--- src/source/vex_pkg.sv ---
// types and the ALU function shared by the vector execute stage
// min/max signed compares use the element width, unsigned compares use all 32 bits
`default_nettype none

package vex_pkg;

  localparam int WORD_W = 32;

  typedef logic [WORD_W-1:0] word_t;

  typedef enum logic [1:0] {
    SEW8,
    SEW16,
    SEW32
  } sew_e;

  typedef enum logic [1:0] {
    FU_ALU,
    FU_LOAD,
    FU_STORE,
    FU_CONFIG
  } fu_e;

  typedef enum logic [2:0] {
    VALU_ADD,
    VALU_AND,
    VALU_OR,
    VALU_XOR,
    VALU_MIN,
    VALU_MINU,
    VALU_MAX,
    VALU_MAXU
  } aluop_e;

  typedef enum logic [1:0] {
    SRC_V,
    SRC_I,
    SRC_X,
    SRC_NONE
  } opsrc_e;

  typedef enum logic [1:0] {
    STRIDE_UNIT,
    STRIDE_CONST,
    STRIDE_SEGMENT
  } stride_e;

  // decode to execute bundle, vs pairs are indexed by lane
  typedef struct packed {
    logic        valid;
    fu_e         fu;
    aluop_e      aluop;
    sew_e        sew;
    opsrc_e      rs1_src;
    opsrc_e      rs2_src;
    logic        reduction;
    word_t [1:0] vs1;
    word_t [1:0] vs2;
    word_t [1:0] vs3;
    word_t       imm;
    word_t       xs1;
    word_t       xs2;
    stride_e     stride;
    logic [2:0]  nf;
    logic [2:0]  nf_count;
    word_t       vl;
    logic [4:0]  rd_sel;
    logic        rd_wen;
    logic        rd_from_vs2;
    logic [4:0]  vd;
    logic [1:0]  wen;
  } ex_issue_t;

  typedef struct packed {
    word_t  opnd1;
    word_t  opnd2;
    aluop_e aluop;
    sew_e   sew;
  } lane_ops_t;

  // woffset fields are zero extended element offsets for the writeback
  typedef struct packed {
    logic       valid;
    logic       load_ena;
    logic       store_ena;
    word_t      result0;
    word_t      result1;
    word_t      addr0;
    word_t      addr1;
    word_t      storedata0;
    word_t      storedata1;
    logic [1:0] wen;
    logic [4:0] vd;
    logic       rd_wen;
    logic [4:0] rd_sel;
    word_t      rd_data;
    word_t      woffset0;
    word_t      woffset1;
  } mem_out_t;

  function automatic word_t alu_apply(aluop_e op, sew_e sew, word_t a, word_t b);
    logic  lt_s;
    logic  lt_u;
    word_t res;
    lt_u = a < b;
    case (sew)
      SEW8:    lt_s = $signed(a[7:0]) < $signed(b[7:0]);
      SEW16:   lt_s = $signed(a[15:0]) < $signed(b[15:0]);
      default: lt_s = $signed(a) < $signed(b);
    endcase
    case (op)
      VALU_ADD:  res = a + b;
      VALU_AND:  res = a & b;
      VALU_OR:   res = a | b;
      VALU_XOR:  res = a ^ b;
      VALU_MIN:  res = lt_s ? a : b;
      VALU_MINU: res = lt_u ? a : b;
      VALU_MAX:  res = lt_s ? b : a;
      default:   res = lt_u ? b : a;
    endcase
    return res;
  endfunction

endpackage

`default_nettype wire
--- src/source/vector_execute_stage.sv ---
// two lane vector execute stage, one cycle from issue to to_mem
// during a stall decode must hold issue steady
`timescale 1ns/100ps
`default_nettype none

module vector_execute_stage #(
  parameter int OFFSET_W = 5
) (
  input  logic                CLK,
  input  logic                nRST,
  input  vex_pkg::ex_issue_t  issue,
  input  logic [OFFSET_W-1:0] woffset0,
  input  logic [OFFSET_W-1:0] woffset1,
  input  logic                stall,
  input  logic                flush,
  output vex_pkg::mem_out_t   to_mem
);

  import vex_pkg::*;

  word_t lane0_res;
  word_t lane1_res;
  word_t addr0;
  word_t addr1;

  // both lanes share the issue bundle
  vector_lane lane0_i (
    .issue    (issue),
    .lane_sel (1'b0),
    .result   (lane0_res)
  );

  vector_lane lane1_i (
    .issue    (issue),
    .lane_sel (1'b1),
    .result   (lane1_res)
  );

  ls_addr_gen #(
    .OFFSET_W (OFFSET_W)
  ) addr_gen_i (
    .CLK      (CLK),
    .nRST     (nRST),
    .issue    (issue),
    .woffset0 (woffset0),
    .stall    (stall),
    .flush    (flush),
    .addr0    (addr0),
    .addr1    (addr1)
  );

  ex_mem_latch #(
    .OFFSET_W (OFFSET_W)
  ) latch_i (
    .CLK       (CLK),
    .nRST      (nRST),
    .issue     (issue),
    .woffset0  (woffset0),
    .woffset1  (woffset1),
    .lane0_res (lane0_res),
    .lane1_res (lane1_res),
    .addr0     (addr0),
    .addr1     (addr1),
    .stall     (stall),
    .flush     (flush),
    .to_mem    (to_mem)
  );

endmodule

`default_nettype wire

--- src/source/ex_mem_latch.sv ---
// execute to memory register, one cycle
// flush wins over stall and clears valid and all enables
`timescale 1ns/100ps
`default_nettype none

module ex_mem_latch #(
  parameter int OFFSET_W = 5
) (
  input  logic                CLK,
  input  logic                nRST,
  input  vex_pkg::ex_issue_t  issue,
  input  logic [OFFSET_W-1:0] woffset0,
  input  logic [OFFSET_W-1:0] woffset1,
  input  vex_pkg::word_t      lane0_res,
  input  vex_pkg::word_t      lane1_res,
  input  vex_pkg::word_t      addr0,
  input  vex_pkg::word_t      addr1,
  input  logic                stall,
  input  logic                flush,
  output vex_pkg::mem_out_t   to_mem
);

  import vex_pkg::*;

  mem_out_t nxt;
  word_t    red_res;
  logic     is_config;

  // lane 0 and lane 1 folded with the same op
  assign red_res   = alu_apply(issue.aluop, issue.sew, lane0_res, lane1_res);
  assign is_config = issue.fu == FU_CONFIG;

  always_comb begin
    nxt            = '0;
    nxt.valid      = issue.valid;
    // enables only on a valid beat
    nxt.load_ena   = issue.valid & (issue.fu == FU_LOAD);
    nxt.store_ena  = issue.valid & (issue.fu == FU_STORE);
    nxt.wen        = issue.valid ? issue.wen : 2'b00;
    nxt.rd_wen     = issue.valid & (issue.rd_wen | is_config);
    nxt.result0    = issue.reduction ? red_res : lane0_res;
    nxt.result1    = lane1_res;
    nxt.addr0      = addr0;
    nxt.addr1      = addr1;
    nxt.storedata0 = issue.vs3[0];
    nxt.storedata1 = issue.vs3[1];
    nxt.vd         = issue.vd;
    nxt.rd_sel     = issue.rd_sel;
    nxt.woffset0   = word_t'(woffset0);
    nxt.woffset1   = word_t'(woffset1);
    // scalar result, vl for config or element 0 of vs2 for a move
    if (is_config) begin
      nxt.rd_data = issue.vl;
    end else if (issue.rd_from_vs2) begin
      nxt.rd_data = issue.vs2[0];
    end else begin
      nxt.rd_data = '0;
    end
  end

  always_ff @(posedge CLK, negedge nRST) begin
    if (!nRST) begin
      to_mem <= '0;
    end else if (flush) begin
      // payload kept, only control dropped
      to_mem.valid     <= 1'b0;
      to_mem.load_ena  <= 1'b0;
      to_mem.store_ena <= 1'b0;
      to_mem.wen       <= 2'b00;
      to_mem.rd_wen    <= 1'b0;
    end else if (!stall) begin
      to_mem <= nxt;
    end
  end

endmodule

`default_nettype wire

--- src/source/ls_addr_gen.sv ---
// load/store address pair for the two lanes, unit, constant and segment stride
// woffset0 of zero starts a new sequence from the field base
`timescale 1ns/100ps
`default_nettype none

module ls_addr_gen #(
  parameter int OFFSET_W = 5
) (
  input  logic               CLK,
  input  logic               nRST,
  input  vex_pkg::ex_issue_t issue,
  input  logic [OFFSET_W-1:0] woffset0,
  input  logic               stall,
  input  logic               flush,
  output vex_pkg::word_t     addr0,
  output vex_pkg::word_t     addr1
);

  import vex_pkg::*;

  logic [1:0] size_sh;
  word_t      elem_bytes;
  word_t      stride;
  word_t      field_base;
  word_t      addr_q;
  logic       ls_beat;

  // log2 of element size in bytes
  always_comb begin
    case (issue.sew)
      SEW8:    size_sh = 2'd0;
      SEW16:   size_sh = 2'd1;
      default: size_sh = 2'd2;
    endcase
  end

  assign elem_bytes = word_t'(1) << size_sh;

  always_comb begin
    case (issue.stride)
      STRIDE_CONST:   stride = issue.xs2;
      // nf+1 fields per segment
      STRIDE_SEGMENT: stride = (word_t'(issue.nf) + word_t'(1)) << size_sh;
      default:        stride = elem_bytes;
    endcase
  end

  assign field_base = issue.xs1 + (word_t'(issue.nf_count) << size_sh);

  // lane 1 chains off lane 0
  assign addr0 = (woffset0 == '0) ? field_base : addr_q + stride;
  assign addr1 = addr0 + stride;

  assign ls_beat = issue.valid & ~stall & ((issue.fu == FU_LOAD) | (issue.fu == FU_STORE));

  // running address, last address of the previous beat
  always_ff @(posedge CLK, negedge nRST) begin
    if (!nRST) begin
      addr_q <= '0;
    end else if (flush) begin
      addr_q <= '0;
    end else if (ls_beat) begin
      addr_q <= addr1;
    end
  end

endmodule

`default_nettype wire

--- src/source/vector_lane.sv ---
// one combinational ALU lane, no state
// lane_sel picks half 0 or 1 of the vs pairs
`timescale 1ns/100ps
`default_nettype none

module vector_lane (
  input  vex_pkg::ex_issue_t issue,
  input  logic               lane_sel,
  output vex_pkg::word_t     result
);

  import vex_pkg::*;

  lane_ops_t ops;

  // operand 1 from rs1 source
  always_comb begin
    case (issue.rs1_src)
      SRC_V:   ops.opnd1 = issue.vs1[lane_sel];
      SRC_I:   ops.opnd1 = issue.imm;
      SRC_X:   ops.opnd1 = issue.xs1;
      default: ops.opnd1 = '0;
    endcase
  end

  // operand 2 from rs2 source
  always_comb begin
    case (issue.rs2_src)
      SRC_V:   ops.opnd2 = issue.vs2[lane_sel];
      SRC_I:   ops.opnd2 = issue.imm;
      SRC_X:   ops.opnd2 = issue.xs2;
      default: ops.opnd2 = '0;
    endcase
  end

  assign ops.aluop = issue.aluop;
  assign ops.sew   = issue.sew;

  assign result = alu_apply(ops.aluop, ops.sew, ops.opnd1, ops.opnd2);

endmodule

`default_nettype wire

--- config.mk ---
export PLATFORM = sky130hd
export DESIGN_NAME = vector_execute_stage
export DESIGN_NICKNAME = d
export VERILOG_FILES = /design/src/source/vex_pkg.sv /design/src/source/vector_execute_stage.sv /design/src/source/ex_mem_latch.sv /design/src/source/ls_addr_gen.sv /design/src/source/vector_lane.sv
export SDC_FILE = /design/constraint.sdc
export NUM_CORES = 2
export LEC_CHECK = 0
export ABC_AREA = 0
export BUFFER_PORTS_ARGS = -buffer_cell sky130_fd_sc_hd__buf_2
export CORE_AREA = 2 2 261 263
export CTS_BUF_LIST = sky130_fd_sc_hd__clkbuf_2
export CTS_CLUSTER_SIZE = 16
export DETAILED_ROUTE_END_ITERATION = 8
export DIE_AREA = 0 0 263 265
export PLACE_DENSITY = 0.74
export SETUP_SLACK_MARGIN = 0.05
export SLEW_MARGIN = 25
export SYNTH_ARGS = -nofsm -noshare
export SYNTH_HDL_FRONTEND = slang
export SYNTH_HIERARCHICAL = 1
export SYNTH_SLANG_ARGS = --single-unit
--- constraint.sdc ---
create_clock -name CLK -period 8.6 [get_ports CLK]
set_input_delay 0.86 -clock CLK [delete_from_list [all_inputs] [get_ports CLK]]
set_output_delay 0.86 -clock CLK [all_outputs]
set_load 0.005 [all_outputs]
# Word level (Yosys, flattened, before mapping)
# Cells that the tools add are included.
[totals] register_bits=282 in_bits=369 output_inout_bits=304 wordCells=116
[op_classes] n_addsub=7 n_lt_le_gt_ge=12 n_eq_ne=17 shift=3 n_mux=35 bitwise_logic=18 reduce_logical=7
[op_table] operator="$pmux W32 S7" n=3
[op_table] operator="$mux W32" n=18
[op_table] operator="$pmux W32 S3" n=4
[op_table] operator="$mux W304" n=1
[op_table] operator="$add A32 B32 Y32" n=6
[op_table] operator="$lt A32 B32 Y1" n=6
[op_table] operator="$and A32 B32 Y32" n=3
[op_table] operator="$or A32 B32 Y32" n=3
[op_table] operator="$xor A32 B32 Y32" n=3
[op_table] operator="$pmux W32 S2" n=1
[op_table] operator="$lt A16 B16 Y1" n=3
[op_table] operator="$shl A1 B2 Y32 const A" n=1
[op_table] operator="$shl A3 B2 Y32" n=1
[op_table] operator="$shl A32 B2 Y32" n=1
[op_table] operator="$lt A8 B8 Y1" n=3
[op_table] operator="$eq A2 B1 Y1 const B" n=5
[op_table] operator="$eq A2 B2 Y1 const B" n=5
[op_table] operator="$eq A3 B3 Y1 const B" n=3
[op_table] operator="$eq A3 B2 Y1 const B" n=2
[op_table] operator="$logic_not A2 Y1" n=3
[op_table] operator="$pmux W1 S2" n=3
[op_table] operator="$and A1 B1 Y1" n=5
[op_table] operator="$logic_not A5 Y1" n=1
[op_table] operator="$add A3 B1 Y4 const B" n=1
[op_table] operator="11 further kinds" n=14

# Logic depth before layout (Yosys ltp)
[depth] depth_word=13 mapped_depth=38

# Hierarchy
# The synthesis kept the hierarchy.
[modules_own_cells] module="ex_mem_latch" instances=1 cells_per_inst=1775 area_each_um2=14622.8
[modules_own_cells] module="vector_lane" instances=2 cells_per_inst=1091 area_each_um2=6852.8
[modules_own_cells] module="ls_addr_gen" instances=1 cells_per_inst=847 area_each_um2=5974.5
[modules_own_cells] module="vector_execute_stage" instances=1 cells_per_inst=2 area_each_um2=7.5

# Worst setup path after synthesis
# OpenSTA, ideal clock, no wires.
[synth_timing] path_kind="input port to flip-flop" from="in issue[343] (netlist bit)" to="reg latch_i/to_mem[273] (netlist name)" setup_ns=0.124 arrival_ns=7.876 slack_ns=0.599 cell_stages=34 path_buffers=9 path_cell_list="clkbuf_1 -> buf_1 -> buf_1 -> a21oi_1 -> o21ai_0 -> inv_1 -> ha_1 -> buf_2 -> and3_1 -> nand4_1 -> nor2_1 -> a211o_1 -> o41a_4 -> o22a_1 -> a2111oi_2 -> nor2_2 -> buf_6 -> mux2i_1 -> a221o_1 -> inv_1 -> ha_1 -> buf_2 -> or4_4 -> nor4b_2 -> nand4_1 -> o211a_1 -> buf_6 -> o221a_4 -> xnor2_4 -> buf_6 -> buf_12 -> mux2i_1 -> a211oi_1 -> nor2_1"
[synth_between] elab_chain_cells=11 word_cells_on_any_way=48
[synth_rtl] item="start, declared" line="vector_execute_stage.sv:11" source="input vex_pkg::ex_issue_t issue,"
[synth_rtl] item="$eq A2 B2 Y1 (tied with other cells)" line="vector_lane.sv:28" source="case (issue.rs2_src)"
[synth_rtl] item="$pmux W32 S3 (*)" line="vector_lane.sv:28"
[synth_rtl] item="$lt A32 B32 Y1 (tied with other cells)" line="vex_pkg.sv:109" source="default: lt_s = $signed(a) < $signed(b);"
[synth_rtl] item="$pmux W1 S2" line="vex_pkg.sv:106" source="case (sew)"
[synth_rtl] item="$mux W32 (on tied branches)" line="vex_pkg.sv:118, vex_pkg.sv:116"
[synth_rtl] item="$pmux W32 S7 (*)" line="vex_pkg.sv:111" source="case (op)"
[synth_rtl] item="net lane0_res[30]" line="vector_execute_stage.sv:21" source="word_t lane0_res;"
[synth_rtl] item="$lt A32 B32 Y1" line="vex_pkg.sv:109"
[synth_rtl] item="$pmux W1 S2" line="vex_pkg.sv:106"
[synth_rtl] item="$mux W32 (on tied branches)" line="vex_pkg.sv:118, vex_pkg.sv:116"
[synth_rtl] item="$pmux W32 S7 (*)" line="vex_pkg.sv:111"
[synth_rtl] item="$mux W32 (*)" line="ex_mem_latch.sv:41" source="nxt.result0 = issue.reduction ? red_res : lane0_res;"
# Mark *: on every way through the listed nets, which the timed path passes. The rest lies on a longest branch.
# A chain may end at the register's enable or synchronous reset.

# Worst setup path in the final report
[layout_timing] from="in issue[346] (netlist bit)" to="reg latch_i/to_mem[283] (netlist name)"
[layout_between] elab_chain_cells=11 word_cells_on_any_way=48
[layout_rtl] item="$eq A2 B2 Y1 (tied with other cells)" line="vector_lane.sv:18" source="case (issue.rs1_src)"
[layout_rtl] item="$pmux W32 S3 (*)" line="vector_lane.sv:18"
[layout_rtl] item="$lt A32 B32 Y1 (tied with other cells)" line="vex_pkg.sv:109"
[layout_rtl] item="$pmux W1 S2" line="vex_pkg.sv:106"
[layout_rtl] item="$mux W32 (on tied branches)" line="vex_pkg.sv:118, vex_pkg.sv:116"
[layout_rtl] item="$pmux W32 S7 (*)" line="vex_pkg.sv:111"
[layout_rtl] item="net lane1_res[5]" line="vector_execute_stage.sv:22" source="word_t lane1_res;"
[layout_rtl] item="$lt A32 B32 Y1 (tied with other cells)" line="vex_pkg.sv:109"
[layout_rtl] item="$pmux W1 S2" line="vex_pkg.sv:106"
[layout_rtl] item="$mux W32 (on tied branches)" line="vex_pkg.sv:118, vex_pkg.sv:116"
[layout_rtl] item="$pmux W32 S7 (*)" line="vex_pkg.sv:111"
[layout_rtl] item="$mux W32 (*)" line="ex_mem_latch.sv:41"
# Marks and branches as above.

==> key figures <==
Power and ir drop
  – Sw Ratio: 0.472
  – Pwr/cell area: 152 nW/um^2
  – Flop pwr share: 0.259
  – Clock power frac: 0.168
  – P_sw: 3.04 mW
  – Logic pwr share: 0.573
  – Max IR drop VDD: between 0.1 and 0.15 mV
  – Int Pwr: 3.40 mW
  – Static Leakage: 21.8 nW
  – Pwr Total: 6.43 mW

Floorplanning
  – I/O pins: 673
  – DIE AREA: 69700 um^2
  – Core area: 66800 um^2
  – Die height: 265 um
  – Initial core utilization: 0.514
  – Standard-cell rows: 95
  – Die width: 263 um

Timing
  – Period minus WS final: 7620 ps
  – Final worst setup slack: 981 ps
  – Final Hold Fails: 0
  – RSZ-0062 raised after global routing: false
  – Fin. max-slew vios: 0
  – Setup Skew: between 100 and 150 ps
  – Fin crit share: 0.886
  – Max Fclk: around 0.13 GHz
  – Hold slack: 90.4 ps
  – Worst-margin pin slew: 1090 ps
  – Rel. slew slack: 0.275
  – Final setup fails: 0
  – Fin Setup TNS: 0 ps

Clock network
  – Clk pin slew, worst setup/hold paths: 110 ps
  – CTS sink cnt: between 200 and 300
  – CTS tree: built
  – Htree depth: 3
  – Max clock buf depth: 3
  – CTS Buf Count: 80
  – Root buf cell: clkbuf_2
  – Clock latency on the worst-skew pair: 1220 ps
  – Setup Fix Bufs, Post-CTS: 0

Yosys
  – Flops & latches, synth: approximately 280
  – Top_reg_cell synth: dfrtp_1
  – Post-synthesis cell area: 34300 um^2
  – Avg Inst Size Synth: 7.14 um^2
  – Synth warn: 6
  – EDFF count, synth: 0
  – Synth cell types: 104
  – Syn Inst Count: approximately 4800
  – Ys async rst share: 1.00
  – Post-synthesis sequential area ratio: 0.206

Global route
  – Pin count of the biggest net entering global routing: around 160
  – Vias in the first global route: a little under 40000
  – Initial antenna violation count: 40
  – Total grt overflow: 0
  – First-pass GRT wire length: ~250000 um
  – GRT Overall Usage: 0.466

Worst setup path
  – Critical path arrival: 8710 ps
  – Buffer and inverter count on the worst path: 6
  – CP dominant cell by count: buf_4
  – Family with the most delay on the worst path: compound AO/OA/AOI/OAI gates
  – Crit-path slowest cell: o32ai_1
  – Worst Path Max Fanout: 22
  – Largest stage delay on the critical path: 680 ps
  – WP data required: 9690 ps
  – Critical path class: input pin to register
  – CP Capture Type: register
  – Worst Setup Start Kind: input pin

Finish
  – Nets: 6456
  – Layout area overhead: 23.2%
  – Post-layout util: 0.633
  – Fraction of layout cells with a size suffix above 1: 0.202

Routing
  – Routed len/inst: 25.2 um
  – Detailed Route Iter0 Violations: 5287
  – Vias after detailed routing: 41100
  – Detail Route Antenna Nets: 0
  – Total Wirelength: 168000 um
  – Drt via density: 6.14
  – # DRC: 0
  – 1st-pass router iterations: 8

Placed design
  – GP Congestion: approximately 1.1
  – Port bufs: 618
  – Hpwl dp: 134000 um
  – Pre-CTS setup slack: 33.0 ps

Worst hold path
  – Worst min path class: input pin to register

Flow run
  – Max-cap violations: 0

Run status
  – Status: finished, final reports clean
[per-stage QoR]
| stage | area (um^2) | instances |
|---|---|---|
| global placement | 39900 | 6361 |
| floorplan | 34500 | 4859 |
| detailed placement | 39900 | 6361 |
| CTS | 42100 | 6645 |
| finish | 42300 | 6687 |
| global route | 42200 | 6679 |
[cell usage after synthesis (39+ instances only)]
cell	number	area [um^2]
nor3_1	75	375
clkbuf_1	209	785
xnor2_1	85	744
nand2_1	818	3070
dfrtp_1	282	7060
mux2i_1	212	2120
o211ai_1	39	293
buf_4	54	405
a221oi_1	39	342
o21ai_0	256	1280
a31oi_1	57	357
xor2_1	54	473
inv_1	294	1100
nor2_1	565	2120
a21oi_1	533	2670
nand3_1	85	425
a21o_1	54	405
ha_1	359	4490
[area by class of cell]
cell class	instances	area, um^2
fill	6182	24500
sequential	282	7060
multi-input combinational	3945	24800
inverter	300	1130
clock inverter	24	176
antenna	42	105
timing repair buffer	1113	7340
tap	873	1090
clock buffer	108	541
[worst reg2reg max path: cells and delay by family (launching register included)]
family,cells,cell delay [ps]
AO/OA/AOI/OAI,12,3720
XOR/XNOR,2,300
adder cells (fa/ha/maj),2,800
flip-flops,1,400
AND/OR/NAND/NOR,3,420
[sequential cells by signal, indices dropped and copies added (netlist names)]
signal and cells:
addr_gen_i/addr_q 32, latch_i/to_mem 250
[power groups by stage]
stage	Sequential, mW	Clock (mW)	Combinational [mW]
floorplan	1.67	0	1.99
global placement	1.68	0	3.45
detailed placement	1.68	0	3.48
CTS	1.66	1.09	3.56
global route	1.68	1.17	3.94
finish	1.66	1.08	3.69
[logic make-up (layout without fill, tap and decap cells)]
family          Yosys count  after routing  synth area share
buf+inv                 632           1545            0.0783
compound gates         1370           1370             0.252
fa+ha+maj               365            365             0.134
simple gates           1785           1785             0.223
other cells               4             99          0.000437
flops                   282            282             0.206
xor+xnor                143            143            0.0383
mux                     225            225            0.0684
[routing by layer]
layer | routed length (um) | global-route usage | up-vias
met5 | 55 | 0 | -
met4 | 12100 | 0.285 | 10
met3 | 19100 | 0.110 | 554
met2 | 70600 | 0.699 | 2600
met1 | 66500 | 0.609 | 19300
li1 | - | - | 18600
[final timing paths]
path | start | end | slack [ps] | cells past startpoint
min reg2reg | latch_i/to_mem[98] | latch_i/to_mem[98] | 480 | 2
max in group asynchronous | nRST | latch_i/to_mem[242] | 6820 | 3
min in group asynchronous | nRST | latch_i/to_mem[117] | 250 | 2
min | issue[232] | latch_i/to_mem[82] | 90 | 3
max reg2reg | addr_gen_i/addr_q[4] | addr_gen_i/addr_q[30] | 2830 | 19
max | issue[346] | latch_i/to_mem[283] | 980 | 28
[placed cells by master (no fill, tap or decap), drive strengths merged, types with 15 or more instances in the layout]
master / Yosys / layout
dlygate4sd3: 0 / 152
nand3: 86 / 86
nor2: 570 / 570
clkbuf: 210 / 108
nand2b: 29 / 29
o21a: 22 / 22
buf: 122 / 961
and3: 24 / 24
o31ai: 30 / 30
a31oi: 57 / 57
xor2: 54 / 54
nor4: 18 / 18
o21ai: 274 / 274
clkinv: 2 / 23
a21o: 54 / 54
mux2i: 213 / 213
diode: 0 / 42
nor2b: 30 / 30
dfrtp: 282 / 282
or3: 30 / 30
a221oi: 39 / 39
a221o: 26 / 26
conb: 4 / 57
o32ai: 15 / 15
o211ai: 43 / 43
o221ai: 15 / 15
a22oi: 22 / 22
xnor2: 86 / 86
o22ai: 34 / 34
ha: 359 / 359
nand4: 15 / 15
and2: 38 / 38
a21oi: 536 / 536
inv: 298 / 300
nor3: 75 / 75
o21bai: 24 / 24
a211oi: 39 / 39
nand2: 819 / 819
[repair_timing]
item	4_1_cts	5_1_grt
hold endpoints to repair	217	0
gates resized for setup	0	0
hold buffers	152	0
(Power assumes the default switching activity.)
